==> config.mk <==
export PLATFORM = sky130hd
export DESIGN_NAME = fpga_wrapper_top
export DESIGN_NICKNAME = d
export VERILOG_FILES = /design/src/rtl/entropy_pkg.sv /design/src/rtl/fpga_reg_pkg.sv /design/src/rtl/etrng_throttle.sv /design/src/rtl/fpga_realtime_regs.sv /design/src/rtl/fpga_wrapper_top.sv /design/src/rtl/itrng_word_fifo.sv /design/src/rtl/log_fifo.sv
export VERILOG_INCLUDE_DIRS = /design/src /design/src/rtl
export SDC_FILE = /design/constraint.sdc
export NUM_CORES = 1
export LEC_CHECK = 0
export BUFFER_PORTS_ARGS = -buffer_cell sky130_fd_sc_hd__buf_2
export CAP_MARGIN = 20
export CORE_MARGIN = 2
export CORE_UTILIZATION = 40
export DETAILED_ROUTE_END_ITERATION = 7
export PLACE_DENSITY = 0.61
export SLEW_MARGIN = 20
export SYNTH_ARGS = -nofsm -noshare
export SYNTH_HDL_FRONTEND = slang
export SYNTH_SLANG_ARGS = --single-unit
==> constraint.sdc <==
create_clock -name core_clk -period 2.8 [get_ports core_clk]
set_input_delay 0.7 -clock core_clk [delete_from_list [all_inputs] [get_ports core_clk]]
set_output_delay 0.7 -clock core_clk [all_outputs]
set_load 0.1 [all_outputs]
==> src/rtl/fpga_regs_consts.svh <==
// FPGA wrapper constants
// Register map, bus widths, queue depths and the version word

`ifndef FPGA_REGS_CONSTS_SVH
`define FPGA_REGS_CONSTS_SVH

`define REG_ADDR_W          8
`define REG_DATA_W          32

// Byte addresses, one word apart
`define ADDR_CONTROL        8'h00
`define ADDR_VERSION        8'h04
`define ADDR_CYCLE_COUNT    8'h08
`define ADDR_LOG_DATA       8'h10
`define ADDR_LOG_STATUS     8'h14
`define ADDR_ITRNG_DATA     8'h18
`define ADDR_ITRNG_STATUS   8'h1C
`define ADDR_ITRNG_DIVISOR  8'h20
`define ADDR_ITRNG_RESET    8'h24

`define LOG_FIFO_DEPTH      16
`define ITRNG_FIFO_DEPTH    4
`define NIBBLES_PER_WORD    8
`define ITRNG_NIBBLE_W      4

`define FPGA_VERSION        32'h5A17_0100

`endif

==> src/rtl/entropy_pkg.sv <==
// Internal entropy path types
// A queued word is written whole and read back nibble by nibble

`include "fpga_regs_consts.svh"

package entropy_pkg;

    typedef logic [`ITRNG_NIBBLE_W-1:0] itrng_nibble_t;

    // Software view and serializer view of the same word
    typedef union packed {
        logic [`NIBBLES_PER_WORD*`ITRNG_NIBBLE_W-1:0] word;
        itrng_nibble_t [`NIBBLES_PER_WORD-1:0]         nib;  // nib[0] goes out first
    } itrng_word_u;

    // Idle cycles between request pops
    typedef logic [31:0] itrng_divisor_t;

endpackage

==> src/rtl/fpga_reg_pkg.sv <==
// Register bus and log path types
// Shared by the register block, the log FIFO and the top level

`include "fpga_regs_consts.svh"

package fpga_reg_pkg;

    // Byte address on the register bus
    typedef logic [`REG_ADDR_W-1:0] reg_addr_t;

    // One register word, read or write
    typedef logic [`REG_DATA_W-1:0] reg_data_t;

    // Character printed by the core
    typedef logic [7:0] log_char_t;

endpackage

==> src/rtl/etrng_throttle.sv <==
// Entropy request throttle
// Lets the core's request through once every divisor+1 cycles as a pop pulse

`include "fpga_regs_consts.svh"

module etrng_throttle (
    input  logic                         core_clk,
    input  logic                         hwif_out,
    input  logic                         etrng_req,
    input  entropy_pkg::itrng_divisor_t  itrng_divisor,
    output logic                         nibble_pop
);

    import entropy_pkg::*;

    itrng_divisor_t counter;

    always_ff @(posedge core_clk or negedge hwif_out) begin
        if (!hwif_out) begin
            counter    <= '0;
            nibble_pop <= 1'b0;
        end else if (counter == '0) begin
            nibble_pop <= etrng_req;        // Reloads whether or not the core asks
            counter    <= itrng_divisor;
        end else begin
            nibble_pop <= 1'b0;
            counter    <= counter - 1'b1;
        end
    end

endmodule

==> src/rtl/fpga_realtime_regs.sv <==
// FPGA realtime register block
// Strobe decode, control and divisor registers, cycle counter and registered read data

`include "fpga_regs_consts.svh"

module fpga_realtime_regs (
    input  logic                         core_clk,
    input  logic                         hwif_out,
    input  logic                         reg_wr,
    input  logic                         reg_rd,
    input  fpga_reg_pkg::reg_addr_t      reg_addr,
    input  fpga_reg_pkg::reg_data_t      reg_wdata,
    output fpga_reg_pkg::reg_data_t      reg_rdata,
    output logic                         core_rst_b,
    output logic                         core_pwrgood,
    input  fpga_reg_pkg::log_char_t      log_head,
    input  logic                         log_empty,
    input  logic                         log_full,
    output logic                         log_pop_req,
    input  logic                         itrng_empty,
    input  logic                         itrng_full,
    output logic                         itrng_push,
    output entropy_pkg::itrng_word_u     itrng_word,
    output logic                         itrng_clear,
    output entropy_pkg::itrng_divisor_t  itrng_divisor
);

    import fpga_reg_pkg::*;

    logic [1:0] ctrl;          // bit 1 pwrgood, bit 0 rst_b
    reg_data_t  cycle_count;
    reg_data_t  rd_mux;
    log_char_t  log_shown;
    logic       log_valid;
    logic       wr_control;
    logic       wr_divisor;

    assign wr_control = reg_wr && (reg_addr == `ADDR_CONTROL);
    assign wr_divisor = reg_wr && (reg_addr == `ADDR_ITRNG_DIVISOR);

    assign itrng_push      = reg_wr && (reg_addr == `ADDR_ITRNG_DATA);
    assign itrng_clear     = reg_wr && (reg_addr == `ADDR_ITRNG_RESET);
    assign itrng_word.word = reg_wdata;

    // Valid as seen by this read, pop only then
    assign log_valid   = ~log_empty;
    assign log_pop_req = reg_rd && (reg_addr == `ADDR_LOG_DATA) && log_valid;
    assign log_shown   = log_valid ? log_head : '0;

    assign core_rst_b   = ctrl[0];
    assign core_pwrgood = ctrl[1];

    always_ff @(posedge core_clk or negedge hwif_out) begin
        if (!hwif_out) begin
            ctrl          <= '0;
            itrng_divisor <= '0;
        end else begin
            if (wr_control) ctrl <= reg_wdata[1:0];
            if (wr_divisor) itrng_divisor <= reg_wdata;
        end
    end

    // Counts only while the core is out of reset
    always_ff @(posedge core_clk or negedge hwif_out) begin
        if (!hwif_out) begin
            cycle_count <= '0;
        end else if (!core_rst_b) begin
            cycle_count <= '0;
        end else begin
            cycle_count <= cycle_count + 1'b1;
        end
    end

    always_comb begin
        case (reg_addr)
            `ADDR_CONTROL:       rd_mux = reg_data_t'(ctrl);
            `ADDR_VERSION:       rd_mux = `FPGA_VERSION;
            `ADDR_CYCLE_COUNT:   rd_mux = cycle_count;
            `ADDR_LOG_DATA:      rd_mux = reg_data_t'({log_valid, log_shown});
            `ADDR_LOG_STATUS:    rd_mux = reg_data_t'({log_full, log_empty});
            `ADDR_ITRNG_STATUS:  rd_mux = reg_data_t'({itrng_full, itrng_empty});
            `ADDR_ITRNG_DIVISOR: rd_mux = itrng_divisor;
            default:             rd_mux = '0;  // Write-only and unmapped
        endcase
    end

    // Held until the next read
    always_ff @(posedge core_clk or negedge hwif_out) begin
        if (!hwif_out) begin
            reg_rdata <= '0;
        end else if (reg_rd) begin
            reg_rdata <= rd_mux;
        end
    end

endmodule

==> src/rtl/fpga_wrapper_top.sv <==
// FPGA wrapper top level
// Ties the register block to the log FIFO and the entropy throttle and queue

`include "fpga_regs_consts.svh"

module fpga_wrapper_top (
    input  logic                        core_clk,
    input  logic                        hwif_out,
    input  logic                        reg_wr,
    input  logic                        reg_rd,
    input  fpga_reg_pkg::reg_addr_t     reg_addr,
    input  fpga_reg_pkg::reg_data_t     reg_wdata,
    output fpga_reg_pkg::reg_data_t     reg_rdata,
    output logic                        core_rst_b,
    output logic                        core_pwrgood,
    input  logic                        log_wr,
    input  fpga_reg_pkg::log_char_t     log_char,
    input  logic                        etrng_req,
    output entropy_pkg::itrng_nibble_t  itrng_data,
    output logic                        itrng_valid
);

    import fpga_reg_pkg::*;
    import entropy_pkg::*;

    log_char_t      log_head;
    logic           log_empty;
    logic           log_full;
    logic           log_pop_req;
    logic           itrng_push;
    itrng_word_u    itrng_word;
    logic           itrng_clear;
    itrng_divisor_t itrng_divisor;
    logic           itrng_empty;
    logic           itrng_full;
    logic           nibble_pop;

    fpga_realtime_regs regs (
        .core_clk      (core_clk),
        .hwif_out      (hwif_out),
        .reg_wr        (reg_wr),
        .reg_rd        (reg_rd),
        .reg_addr      (reg_addr),
        .reg_wdata     (reg_wdata),
        .reg_rdata     (reg_rdata),
        .core_rst_b    (core_rst_b),
        .core_pwrgood  (core_pwrgood),
        .log_head      (log_head),
        .log_empty     (log_empty),
        .log_full      (log_full),
        .log_pop_req   (log_pop_req),
        .itrng_empty   (itrng_empty),
        .itrng_full    (itrng_full),
        .itrng_push    (itrng_push),
        .itrng_word    (itrng_word),
        .itrng_clear   (itrng_clear),
        .itrng_divisor (itrng_divisor)
    );

    // Characters printed by the core
    log_fifo log_q (
        .core_clk    (core_clk),
        .hwif_out    (hwif_out),
        .log_wr      (log_wr),
        .log_char    (log_char),
        .log_pop_req (log_pop_req),
        .log_head    (log_head),
        .log_empty   (log_empty),
        .log_full    (log_full)
    );

    etrng_throttle throttle (
        .core_clk      (core_clk),
        .hwif_out      (hwif_out),
        .etrng_req     (etrng_req),
        .itrng_divisor (itrng_divisor),
        .nibble_pop    (nibble_pop)
    );

    itrng_word_fifo itrng_q (
        .core_clk    (core_clk),
        .hwif_out    (hwif_out),
        .itrng_push  (itrng_push),
        .itrng_word  (itrng_word),
        .itrng_clear (itrng_clear),
        .nibble_pop  (nibble_pop),
        .itrng_data  (itrng_data),
        .itrng_valid (itrng_valid),
        .itrng_empty (itrng_empty),
        .itrng_full  (itrng_full)
    );

endmodule

==> src/rtl/itrng_word_fifo.sv <==
// Internal entropy word queue
// Holds software words and hands them out as nibbles, least significant first

`include "fpga_regs_consts.svh"

module itrng_word_fifo (
    input  logic                        core_clk,
    input  logic                        hwif_out,
    input  logic                        itrng_push,
    input  entropy_pkg::itrng_word_u    itrng_word,
    input  logic                        itrng_clear,
    input  logic                        nibble_pop,
    output entropy_pkg::itrng_nibble_t  itrng_data,
    output logic                        itrng_valid,
    output logic                        itrng_empty,
    output logic                        itrng_full
);

    import entropy_pkg::*;

    localparam int unsigned DEPTH = `ITRNG_FIFO_DEPTH;
    localparam int unsigned PTR_W = $clog2(DEPTH);
    localparam int unsigned CNT_W = $clog2(DEPTH + 1);
    localparam int unsigned IDX_W = $clog2(`NIBBLES_PER_WORD);

    itrng_word_u      mem [DEPTH];
    itrng_word_u      head;
    logic [PTR_W-1:0] wr_ptr;
    logic [PTR_W-1:0] rd_ptr;
    logic [CNT_W-1:0] count;
    logic [IDX_W-1:0] nib_idx;     // Next nibble of the head word
    logic             do_push;
    logic             do_pop;
    logic             retire;

    assign itrng_empty = (count == '0);
    assign itrng_full  = (count == CNT_W'(DEPTH));
    assign head        = mem[rd_ptr];

    assign do_push = itrng_push && !itrng_full;
    assign do_pop  = nibble_pop && !itrng_empty;
    assign retire  = do_pop && (nib_idx == IDX_W'(`NIBBLES_PER_WORD - 1));

    always_ff @(posedge core_clk) begin
        if (do_push) mem[wr_ptr] <= itrng_word;
        if (do_pop) itrng_data <= head.nib[nib_idx];
    end

    always_ff @(posedge core_clk or negedge hwif_out) begin
        if (!hwif_out) begin
            wr_ptr      <= '0;
            rd_ptr      <= '0;
            count       <= '0;
            nib_idx     <= '0;
            itrng_valid <= 1'b0;
        end else if (itrng_clear) begin
            // Clear wins over a push or pop in the same cycle
            wr_ptr      <= '0;
            rd_ptr      <= '0;
            count       <= '0;
            nib_idx     <= '0;
            itrng_valid <= 1'b0;
        end else begin
            itrng_valid <= do_pop;
            if (do_pop) nib_idx <= nib_idx + 1'b1;     // Wraps after the last nibble
            if (do_push) wr_ptr <= (wr_ptr == PTR_W'(DEPTH - 1)) ? '0 : wr_ptr + 1'b1;
            if (retire) rd_ptr <= (rd_ptr == PTR_W'(DEPTH - 1)) ? '0 : rd_ptr + 1'b1;
            count <= count + CNT_W'(do_push) - CNT_W'(retire);
        end
    end

endmodule

==> src/rtl/log_fifo.sv <==
// Log character FIFO
// Circular buffer with fall-through head, filled by the core and drained by register reads

`include "fpga_regs_consts.svh"

module log_fifo (
    input  logic                     core_clk,
    input  logic                     hwif_out,
    input  logic                     log_wr,
    input  fpga_reg_pkg::log_char_t  log_char,
    input  logic                     log_pop_req,
    output fpga_reg_pkg::log_char_t  log_head,
    output logic                     log_empty,
    output logic                     log_full
);

    import fpga_reg_pkg::*;

    localparam int unsigned DEPTH = `LOG_FIFO_DEPTH;
    localparam int unsigned PTR_W = $clog2(DEPTH);
    localparam int unsigned CNT_W = $clog2(DEPTH + 1);

    log_char_t        mem [DEPTH];
    logic [PTR_W-1:0] wr_ptr;
    logic [PTR_W-1:0] rd_ptr;
    logic [CNT_W-1:0] count;
    logic             do_wr;
    logic             do_rd;

    assign log_empty = (count == '0);
    assign log_full  = (count == CNT_W'(DEPTH));
    assign do_wr     = log_wr && !log_full;       // Dropped when full
    assign do_rd     = log_pop_req && !log_empty;
    assign log_head  = mem[rd_ptr];

    always_ff @(posedge core_clk) begin
        if (do_wr) mem[wr_ptr] <= log_char;
    end

    always_ff @(posedge core_clk or negedge hwif_out) begin
        if (!hwif_out) begin
            wr_ptr <= '0;
            rd_ptr <= '0;
            count  <= '0;
        end else begin
            if (do_wr) wr_ptr <= (wr_ptr == PTR_W'(DEPTH - 1)) ? '0 : wr_ptr + 1'b1;
            if (do_rd) rd_ptr <= (rd_ptr == PTR_W'(DEPTH - 1)) ? '0 : rd_ptr + 1'b1;
            count <= count + CNT_W'(do_wr) - CNT_W'(do_rd);
        end
    end

endmodule

==> Yosys cells after proc, flatten, opt, wreduce, memory -nomap -nowiden <==
Memories as Yosys holds them, arrays and structs flattened.
Index checks and enable logic that the tools add are counted.
{ "totals": {"memories": 2, "mem_bits_rw": 256, "inputBits": 54, "wordCells": 90, "output_inout_bits": 39, "register_bits": 159} }
{ "classes": {"reduce_logical": 22, "add_sub_neg": 11, "bitwise_logic": 1, "muxes": 23, "order_cmp": 1, "n_eq_ne": 15} }
{ "memory_table": {"columns": ["name", "words", "word_bits", "rd", "rd_ports_with_merged_regs", "wr", "line", "text"], "rows": [
  ["itrng_q.mem", 4, 32, 1, 0, 1, "itrng_word_fifo.sv:26", "itrng_word_u mem [DEPTH];"],
  ["log_q.mem", 16, 8, 1, 0, 1, "log_fifo.sv:23", "log_char_t mem [DEPTH];"]
]} }
{ "op_table": {"columns": ["cell", "count"], "rows": [
  ["32-bit one-hot mux with 7 select lines", 1],
  ["32-bit 2-to-1 mux", 2],
  ["32-bit by 1-bit adder with 32-bit output (second input constant)", 1],
  ["8-bit by 5-bit equality test with 1-bit output (second input constant)", 4],
  ["32-bit logical NOT", 1],
  ["32-bit by 1-bit subtractor with 32-bit output (second input constant)", 1],
  ["8-bit by 6-bit equality test with 1-bit output (second input constant)", 2],
  ["4-bit binary-select mux with 3-bit select", 1],
  ["2-bit 2-to-1 mux", 6],
  ["4-bit 2-to-1 mux", 3],
  ["1-bit logical AND", 11],
  ["3-bit 2-to-1 mux", 3],
  ["4-bit by 1-bit adder with 4-bit output (second input constant)", 2],
  ["4-bit equality test (second input constant)", 2],
  ["8-bit by 3-bit equality test with 1-bit output (second input constant)", 1],
  ["8-bit by 4-bit equality test with 1-bit output (second input constant)", 1],
  ["8-bit logical NOT", 1],
  ["8-bit 2-to-1 mux", 1],
  ["3-bit equality test (second input constant)", 2],
  ["1-bit 2-to-1 mux", 6],
  ["2-bit nonzero test", 3],
  ["5-bit by 1-bit adder with 5-bit output", 1],
  ["5-bit equality test (second input constant)", 1],
  ["5-bit logical NOT", 1],
  ["10 further kinds", 15]
]} }

==> Logic depth before layout (Yosys ltp) <==
Gate-level depths: netlist (run 1).
{ "depth": {"depth_word": 6, "depth_mapped": 16, "depth_no_buf": 16} }

==> Cells and area by module <==
Synthesis (run 1) repeated with hierarchy kept, for this count alone.
{ "hier_totals": {"hier_cells": 1228, "area_unflattened_um2": 18198.7} }
{ "by_module_without_submodules": {"columns": ["module", "cells_per_inst", "area_per_inst_um2", "n_inst"], "rows": [
  ["log_fifo", 310, 5783.0, 1],
  ["itrng_word_fifo", 249, 5611.6, 1],
  ["fpga_realtime_regs", 471, 4984.8, 1],
  ["etrng_throttle", 198, 1819.2, 1]
]} }

==> Least setup slack after synthesis (run 1) <==
OpenSTA, ideal clock, no wires.
{ "synth_timing": {"path_kind": "input port to flip-flop", "from": "input port reg_addr[5]", "to": "register log_q.count[4]", "arrival_ps": 3132, "path_buffers": 0, "setup_time_ps": 125, "path_slack_ps": -457, "path_stages": 14, "cell_sequence": "or4b_2 -> nor3b_1 -> nand2_1 -> inv_1 -> ha_1 -> inv_1 -> ha_1 -> inv_1 -> fa_1 -> inv_1 -> a21oi_1 -> nor2_1 -> nor2_1 -> xnor2_1"} }
{ "synth_between": {"elab_chain_len": 5} }
{ "synth_lines": {"columns": ["element", "line", "text"], "rows": [
  ["from (decl)", "fpga_wrapper_top.sv:11", "input fpga_reg_pkg::reg_addr_t reg_addr,"],
  ["8-bit by 5-bit equality test with 1-bit output (no line)", null, null],
  ["1-bit logical AND (2 in a row)", "fpga_realtime_regs.sv:47", "assign log_pop_req = reg_rd && (reg_addr == `ADDR_LOG_DATA) && log_valid;"],
  ["1-bit logical AND", "log_fifo.sv:33", "assign do_rd = log_pop_req && !log_empty;"],
  ["net log_q.do_rd", "log_fifo.sv:28", "logic do_rd;"],
  ["5-bit by 1-bit subtractor with 5-bit output", "log_fifo.sv:48", "count <= count + CNT_W'(do_wr) - CNT_W'(do_rd);"],
  ["to (signal assigned)", "log_fifo.sv:48", null],
  ["to (decl)", "log_fifo.sv:26", "logic [CNT_W-1:0] count;"]
]} }
The timed path passes the listed nets, and every way through them passes these cells.
A chain may end at the register's enable or synchronous reset.

==> Final worst setup path (run 1) <==
{ "layout_timing": {"from": "register log_q.count[3]", "to": "register log_q.count[4]"} }
{ "layout_between": {"elab_chain_len": 5, "word_cells_on_any_way": 10, "classes_between": "add/sub (2); eq/ne (1); bitwise (1); reduce/logical (6)"} }
{ "layout_lines": {"columns": ["element", "line", "text"], "rows": [
  ["5-bit logical NOT *", "log_fifo.sv:30", "assign log_empty = (count == '0);"],
  ["1-bit NOT", "fpga_realtime_regs.sv:46", "assign log_valid = ~log_empty;"],
  ["1-bit logical AND", "fpga_realtime_regs.sv:47", null],
  ["1-bit logical AND *", "log_fifo.sv:33", null],
  ["net log_q.do_rd", "log_fifo.sv:28", null],
  ["5-bit by 1-bit subtractor with 5-bit output *", "log_fifo.sv:48", null]
]} }
Mark *: on every way through the listed nets, which the timed path passes. The rest lies on a longest branch.

==> reports/qor.yml, run 1 <==
ctsLongestPathBuffers: 3
ctsResizeCount: 0
stdcell_area_um2: 20600
rrSetupSlack_ps: 180
vias: 10200
max_freq_mhz: 381
tns_ps: 0
pin_count: 93
chipHeight_um: 214
crit_path_start: "log_q.count[3]"
globalplace.congestion: 0.778
final_common_cell: "edfxtp_1"
cts.sinks: 415
synth_compound_area_frac: 0.0492
max_stage_delay_ps: 390
ys_seq_area_frac: 0.664
cp.required_ps: 3230
cpMaxStageDelayCell: "dfrtp_1"
dieArea_um2: 45700
setup_viol: 0
final_cell_mix: "260 x edfxtp_1, 153 x dfrtp_1, 91 x buf_2, 75 x nor2_1, 64 x mux4_2"
hpwl_mm: 27.1
syn_inst: 1149
grt_pass1_vias: 10100
synth_edf_count: 260
critPathKind: "reg2reg"
cp_data_arrival_time_ps: 3050
hold_path_class: "in2async"
syn_area_per_cell_um2: 15.3
synth_cell_types: 57
htree_levels: 2
yosys.area_share.adder: 0.0186
synth_top_family_by_area: "multiplexers"
grt_max_degree: 60
initial_utilization: 0.407
crit_top_cell: "inv_1"
crit_path_cell_trace: "inv_1 > ha_1 > nor4b_1 > buf_4 > nor3b_4 > nand2_1 > inv_1 > ha_1 > inv_1 > ha_1 > inv_1 > fa_2 > inv_1 > a21oi_1 > nor2_1 > nor2_1 > xnor2_1"
fill_cells: 3731
final.period_utilization: 0.937
synth_top_area_frac: 0.444
cp-start-kind: "flop"
via_per_inst: 5.31
synthArstFlopShare: 0.373
nets: 1373
status: "completed"
yosysTopAreaCell: "edfxtp_1"
die-width_um: 214
min_period_ps: 2620
synthMuxAreaShare: 0.127
maxSlewHeadroom: 0.396
synth-xor-area-share: 0.0329
cts_root_buffer: "clkbuf_16"
synth-main-ff-cell: "edfxtp_1"
worstSkewPairLatency_ps: 570
drive_above_1_share: 0.256
rsz0062_at_grt: "true"
route.detailed.drc: 0
drt_wl_total_mm: 39.9
syn-num-nets: 1228
place_area_um2: 19200
slew_viol_final: 0
total_power_w: 0.0151
synthTopCellsByArea: "edfxtp_1 44%, dfrtp_1 22%, mux4_2 8.2%"
routedWlPerCell_um: 20.8
yosys_warnings: 0
cts_tree: "built"
hold_viol: 0
power_leakage_nw: 7.78
r2r_start: "log_q.count[3]"
path_clk_slew_ps: 60
antenna_found_initial: 1
core_um2: 43300
drt-initial-drc-count: 845
ctsHoldBuffers: 0
crit_fanout: 2
numCtsBuffers: 43
areaGrowthSynthToFinish_pct: 17.0
worst_setup_path_end_kind: "flop"
finClkSkew_ps: 33.1
overflow: 0
grt_pass1_wl_mm: 60.8
postRouteAntennaNets: 0
power_density_nw_per_um2: 733
synth-simple-area-share: 0.0852
drv_cap: 0
post_cts_buffers: 0
syn_area_um2: 17600
row_count: 76
drt-pass1-iter-count: 7
track_usage: 0.179
worst_pin_slew_ps: 905
vdd_drop_max_mv: 0.412
port_buffers: 92
ys_ff_latch: 415
-- final cells by class --
cell class	instances	area, um2	area share
flip-flops and latches	415	11700	0.568
multi-input cells	643	5550	0.270
clock buffers	52	1130	0.0550
repair buffers	159	1110	0.0538
well taps	585	732	0.0356
clock inverters	25	243	0.0118
inverters	32	120	0.00584
diodes	2	5.00	0.000243
-- power by group --
group	total (W)	internal (W)	switching (W)	leakage, nW
combinational	0.00197	0.000857	0.00111	2.76
clock	0.00558	0.00325	0.00234	0.667
sequential	0.00753	0.00707	0.000460	4.35
total	0.0151	0.0112	0.00391	7.78
-- state kept, by name, indices dropped and copies added (netlist names), 5 cells and up --
name	flops
regs.itrng_divisor	32
regs.cycle_count	32
regs.reg_rdata	32
throttle.counter	32
itrng_q.mem	128
log_q.count	5
log_q.mem	128
-- worst paths after layout --
path / end / cells past startpoint
setup / recovery: log_q.count[4] / 17
hold / removal: itrng_q.nib_idx[2] / 1
setup reg to reg: log_q.count[4] / 17
hold reg to reg: regs.reg_rdata[24] / 2
max in group asynchronous: throttle.counter[10] / 2
min in group core_clk: itrng_q.mem[1][18] / 1
-- stage by stage --
step                std cells  hold WS [ps]  worst slack, ps  utilization
finish                   1913           115              176        0.476
detailed placement       1834           510             -295        0.444
CTS                      1911           108              182        0.475
global placement         1834           505             -267        0.444
floorplan                1149           404             -110            -
global route             1911           137            -47.0        0.476
-- layer usage --
layer  global-route usage  vias to the layer above  wire length [um]  part of all wire
met5                    0                        -                13           0.00033
met2                0.273                      216             18400              0.46
li1                     -                     4664                 -                 -
met3               0.0391                       53              2260             0.057
met4               0.0438                        2               668             0.017
met1                0.261                     5218             18500              0.47
-- worst max-delay path, delay by kind of cell (launching register included) --
family | cells | cell delay, ps
adders and majority gates | 4 | 940
and+or+nand+nor | 5 | 520
buffers and inverters | 6 | 500
DFF | 1 | 390
xor gates and xnor gates | 1 | 110
AOI/OAI and AO/OA | 1 | 50
-- logic make-up (layout without fill, tap and decap cells) --
family          Yosys count  in the layout
buf+inv                  91            268
fa+ha+maj                25             25
mux                     139            139
xor+xnor                 66             66
flops                   415            415
compound gates          134            134
simple gates            279            279
other cells               0              2
-- Yosys cell counts (all sizes together) (10+ instances only) --
cell type	instances
xnor2	55
o21ai	10
and2	40
mux2i	36
edfxtp	260
nor2	76
nand3	23
clkbuf	42
a21oi	61
mux2	39
nand2	38
nor4	18
buf	17
a22oi	16
ha	23
nand4	11
dfrtp	155
inv	31
xor2	11
a221oi	12
nor3	16
mux4	64
No activity file was read; power rests on OpenSTA's default activity.
==> inputs of run 2 (changes only) <==
- clock period: 2.8 -> 3.2 ns (I/O delays scaled with it)
==> run 2 against run 1 <==
Sequential cell count is the same; die area did not move; non-clock buffer count shrank 15; wire length is 1.4% lower; final cell count fell by 0.52%; count of clock-buffer cells in the layout is 14 higher; register-to-register slack gained 200 ps; critical path depth down 2; clock power fell by 8.4%; global-route usage decreased by 0.10 points; final area fell by 0.30%; total power shrank 11%.
==> reports/qor.yml, run 2 (synthesized netlist as in run 1, its figures left out) <==
status: "completed"  # unchanged
grt_max_degree: 70  # was 60
stdcell_area_um2: 20500  # was 20,600 um2
rsz0062_at_grt: "false"  # was true
reg_top3: "itrng_q.mem: 128 flops, log_q.mem: 128 flops"  # unchanged
die-width_um: 214  # unchanged
vias: 10100  # was 10,200
max_freq_mhz: 344
post_cts_buffers: 0  # unchanged
row_count: 76  # unchanged
pin_count: 93  # unchanged
hold_path_class: "in2async"  # unchanged
drive_above_1_share: 0.258  # was 0.256
numCtsBuffers: 45  # was 43
place_area_um2: 19000  # was 19,200 um2
path_clk_slew_ps: 60  # about the same
hold_viol: 0  # unchanged
port_buffers: 92  # unchanged
cts.sinks: 415  # unchanged
dp.cells: 1819  # was 1,834
cp-start-kind: "input port"  # was flop
routedWlPerCell_um: 20.6  # was 20.8 um
maxSlewHeadroom: 0.307  # was 0.396
fin_cells: 1903  # was 1,913
worst_pin_slew_ps: 1040  # was 905 ps
vdd_drop_max_mv: 0.476  # was 0.412 mV
core_um2: 43300  # unchanged
postRouteAntennaNets: 0  # unchanged
grt_pass1_wl_mm: 60.9  # was 60.8 mm
power_leakage_nw: 7.76  # was 7.78 nW
final_cell_mix: "260 x edfxtp_1, 153 x dfrtp_1, 91 x buf_2, 75 x nor2_1, 64 x mux4_2"  # unchanged
areaGrowthSynthToFinish_pct: 16.6  # was 17.0%
power_density_nw_per_um2: 652  # was 733 nW/um2
fill_cells: 3736  # was 3,731
drv_cap: 0  # unchanged
critPathKind: "in2reg"  # was reg2reg
worstSkewPairLatency_ps: 570  # about the same
final_common_cell: "edfxtp_1"  # unchanged
cts_root_buffer: "clkbuf_16"  # unchanged
holdWs_ps: 192  # was 115 ps
rr_worst_depth: 16  # was 17
track_usage: 0.178  # was 0.179
htree_levels: 2  # unchanged
drt-initial-drc-count: 672  # was 845
via_per_inst: 5.29  # was 5.31
dieArea_um2: 45700  # unchanged
cts_tree: "built"  # unchanged
grt_pass1_vias: 10300  # was 10,100
chipHeight_um: 214  # unchanged
slew_viol_final: 0  # unchanged
finClkSkew_ps: 21.5  # was 33.1 ps
min_period_ps: 2900
ctsResizeCount: 0  # unchanged
cp.required_ps: 3640  # was 3230 ps
antenna_found_initial: 2  # was 1
route.detailed.drc: 0  # unchanged
ctsHoldBuffers: 0  # unchanged
nets: 1360  # was 1,373
setup_viol: 0  # unchanged
drt-pass1-iter-count: 5  # was 7
drt_wl_total_mm: 39.3  # was 39.9 mm
cp_data_arrival_time_ps: 3340  # was 3050 ps
globalplace.congestion: 0.792  # was 0.778
initial_utilization: 0.407  # unchanged
final.period_utilization: 0.907
ctsLongestPathBuffers: 3  # unchanged
crit_fanout: 2  # unchanged
hpwl_mm: 26.3  # was 27.1 mm
worst_setup_path_end_kind: "flop"  # unchanged
overflow: 0  # unchanged
[run 2: cell count changes in the layout (fill, tap and decap cells not counted), sizes merged]
cell and delta:
clkbuf +14, buf -15, clkinv -6, bufinv -4, inv +1
[run 2: layout make-up]
type / instances / area, um2 / share of cell area
antenna: 2 / 5.00 / 0.000244
tap: 585 / 732 / 0.0357
multi-input combinational: 643 / 5520 / 0.269
inverter: 32 / 120 / 0.00585
clock inverter: 16 / 136 / 0.00665
clock buffer: 66 / 1360 / 0.0660
timing repair buffer: 144 / 957 / 0.0466
sequential: 415 / 11700 / 0.570
[run 2: power by group]
| group | switching [W] | total [W] | internal [W] |
|---|---|---|---|
| sequential | 0.000417 | 0.00660 | 0.00618 |
| clock | 0.00215 | 0.00511 | 0.00296 |
| combinational | 0.000942 | 0.00167 | 0.000728 |
[run 2: per-stage QoR]
step | setup TNS (ps) | setup WS, ps | total power [W] | util
after detailed placement | -470 | -262 | 0.00838 | 0.440
after floorplan | -71.2 | -71.2 | 0.00780 | -
after global placement | -242 | -177 | 0.00833 | 0.440
after global routing | 0 | 86.2 | 0.0140 | 0.474
after CTS | 0 | 332 | 0.0135 | 0.474
final | 0 | 297 | 0.0134 | 0.474
[run 2: routing by layer]
| layer | vias up | part of all wire | global-route usage |
|---|---|---|---|
| met5 | - | 0 | 0 |
| met4 | 0 | 0.022 | 0.0517 |
| met3 | 58 | 0.049 | 0.0347 |
| met2 | 182 | 0.46 | 0.279 |
| met1 | 5178 | 0.47 | 0.252 |
| li1 | 4648 | - | - |
[run 2: path summary, 6_finish.rpt]
path | slack (ps) | end | from
worst max-delay path | 300 | log_q.count[4] | reg_addr[5]
min in group core_clk | 460 | itrng_q.mem[1][19] | reg_wdata[19]
worst max register to register | 380 | log_q.count[4] | log_q.count[3]
max in group asynchronous | 2160 | throttle.counter[4] | hwif_out
worst min-delay path | 190 | itrng_q.rd_ptr[1] | hwif_out
worst min register to register | 520 | regs.reg_rdata[19] | regs.reg_rdata[19]
[run 2: critical path: stages]
cell     delay (ps)
buf_2           140
or4b_2          700
nor3b_2         250
nand2_1         100
inv_1            70
ha_1            220
inv_1            50
ha_1            160
inv_1            60
fa_1            380
inv_1            70
a21oi_1          50
nor2_1           90
nor2_1           60
xnor2_1         120
==> inputs of run 3 (changes only) <==
- CORE_UTILIZATION: 40 -> 41
- PLACE_DENSITY: 0.61 -> 0.62
==> run 3 against run 2 <==
Clock power decreased by 1%; via count is 0.79% lower; setup slack improved by 90 ps; final area fell by 0.35%; sequential share of layout area rose by 0.20 points; largest power group unchanged.
==> reports/qor.yml, run 3 (synthesized netlist as in run 1, its figures left out) <==
final.period_utilization: 0.879  # was 0.907
drv_cap: 0  # unchanged
dieArea_um2: 44600  # was 45,700 um2
core_um2: 42100  # was 43,300 um2
ctsResizeCount: 0  # unchanged
critPathKind: "in2reg"  # unchanged
power_leakage_nw: 7.76  # about the same
final_common_cell: "edfxtp_1"  # unchanged
worst_pin_slew_ps: 1060  # was 1040 ps
worstSkewPairLatency_ps: 570  # about the same
hold_viol: 0  # unchanged
row_count: 75  # was 76
cts_tree: "built"  # unchanged
tns_ps: 0  # unchanged
pin_count: 93  # unchanged
slew_viol_final: 0  # unchanged
chipHeight_um: 211  # was 214 um
min_period_ps: 2810  # was 2900 ps
path_clk_slew_ps: 60  # about the same
ctsLongestPathBuffers: 3  # unchanged
vias: 9986  # was 10,100
ctsHoldBuffers: 0  # unchanged
final_cell_mix: "260 x edfxtp_1, 153 x dfrtp_1, 91 x buf_2, 75 x nor2_1, 64 x mux4_2"  # unchanged
rsz0062_at_grt: "false"  # unchanged
cts.sinks: 415  # unchanged
power_density_nw_per_um2: 651  # was 652 nW/um2
htree_levels: 2  # unchanged
setup_viol: 0  # unchanged
drt-pass1-iter-count: 5  # unchanged
drive_above_1_share: 0.258  # about the same
nets: 1363  # was 1,360
port_buffers: 92  # unchanged
grt_pass1_wl_mm: 61.3  # was 60.9 mm
via_per_inst: 5.37  # was 5.29
max_freq_mhz: 355  # was 344 MHz
vdd_drop_max_mv: 0.431  # was 0.476 mV
route.detailed.drc: 0  # unchanged
cp-start-kind: "input port"  # unchanged
n_antenna_cell: 0  # was 2
drt-initial-drc-count: 711  # was 672
overflow: 0  # unchanged
areaGrowthSynthToFinish_pct: 16.2  # was 16.6%
cp_data_arrival_time_ps: 3270  # was 3340 ps
cp.required_ps: 3660  # was 3640 ps
cts_root_buffer: "clkbuf_16"  # unchanged
post_cts_buffers: 0  # unchanged
grt_max_degree: 60  # was 70
total_power_w: 0.0133  # was 0.0134 W
hpwl_mm: 26.8  # was 26.3 mm
crit_fanout: 2  # unchanged
grt_pass1_vias: 10400  # was 10,300
routedWlPerCell_um: 20.9  # was 20.6 um
postRouteAntennaNets: 0  # unchanged
die-width_um: 211  # was 214 um
drt_wl_total_mm: 38.8  # was 39.3 mm
reg_top3: "itrng_q.mem: 128 flops, log_q.mem: 128 flops"  # unchanged
globalplace.congestion: 0.778  # was 0.792
antenna_found_initial: 2  # unchanged
maxSlewHeadroom: 0.297  # was 0.307
status: "completed"  # unchanged
track_usage: 0.181  # was 0.178
rrSetupSlack_ps: 430  # was 380 ps
finClkSkew_ps: 19.8  # was 21.5 ps
worst_setup_path_end_kind: "flop"  # unchanged
numCtsBuffers: 44  # was 45
initial_utilization: 0.418  # was 0.407
hold_path_class: "in2async"  # unchanged
run 3: report_power, final:
group          switching, W  internal, W  total [W]  leakage, nW
Clock               0.00213      0.00292    0.00505        0.704
Sequential         0.000419      0.00618    0.00660         4.35
Combinational      0.000922     0.000731    0.00165         2.70
run 3: final timing paths:
path                                     endpoint                 from  depth (start not counted)
max                                log_q.count[4]          reg_addr[5]                         15
min                        regs.itrng_divisor[23]             hwif_out                          1
max reg2reg                        log_q.count[4]       log_q.count[2]                         16
min reg2reg                   throttle.counter[0]  throttle.counter[0]                          1
max in group asynchronous     regs.cycle_count[7]             hwif_out                          2
min in group core_clk          itrng_q.mem[1][19]        reg_wdata[19]                          1
run 3: per-stage QoR:
step                      cell area, um2  hold WS (ps)  cells  setup slack (ps)   util
after floorplan                    17600           466   1149             -71.2      -
after global placement             19000           502   1777              -202  0.451
after detailed placement           19000           511   1777              -193  0.451
after CTS                          20400           198   1859               405  0.485
after global routing               20400           232   1859              80.2  0.485
final                              20400           205   1859               387  0.485
run 3: layout make-up:
class / count / area [um2]
fillers: 3547 / 21700
flip-flops and latches: 415 / 11700
multi-input cells: 643 / 5520
clock buffers: 56 / 1200
repair buffers: 148 / 987
well taps: 539 / 674
clock inverters: 26 / 256
inverters: 32 / 120
run 3: layer usage:
layer	up-vias	GRT usage	share of wire
li1	4640	-	-
met1	5073	0.254	0.46
met2	216	0.286	0.47
met3	53	0.0333	0.045
met4	4	0.0588	0.024
met5	-	0	0.00075
run 3: worst max-delay path: stages:
cell	delay (ps)
buf_2	130
or4b_2	710
nor3b_2	230
nand2_1	100
inv_1	60
ha_1	220
inv_1	60
ha_1	150
inv_1	50
fa_1	380
inv_1	70
a21oi_1	50
nor2_1	90
nor2_1	60
xnor2_1	110
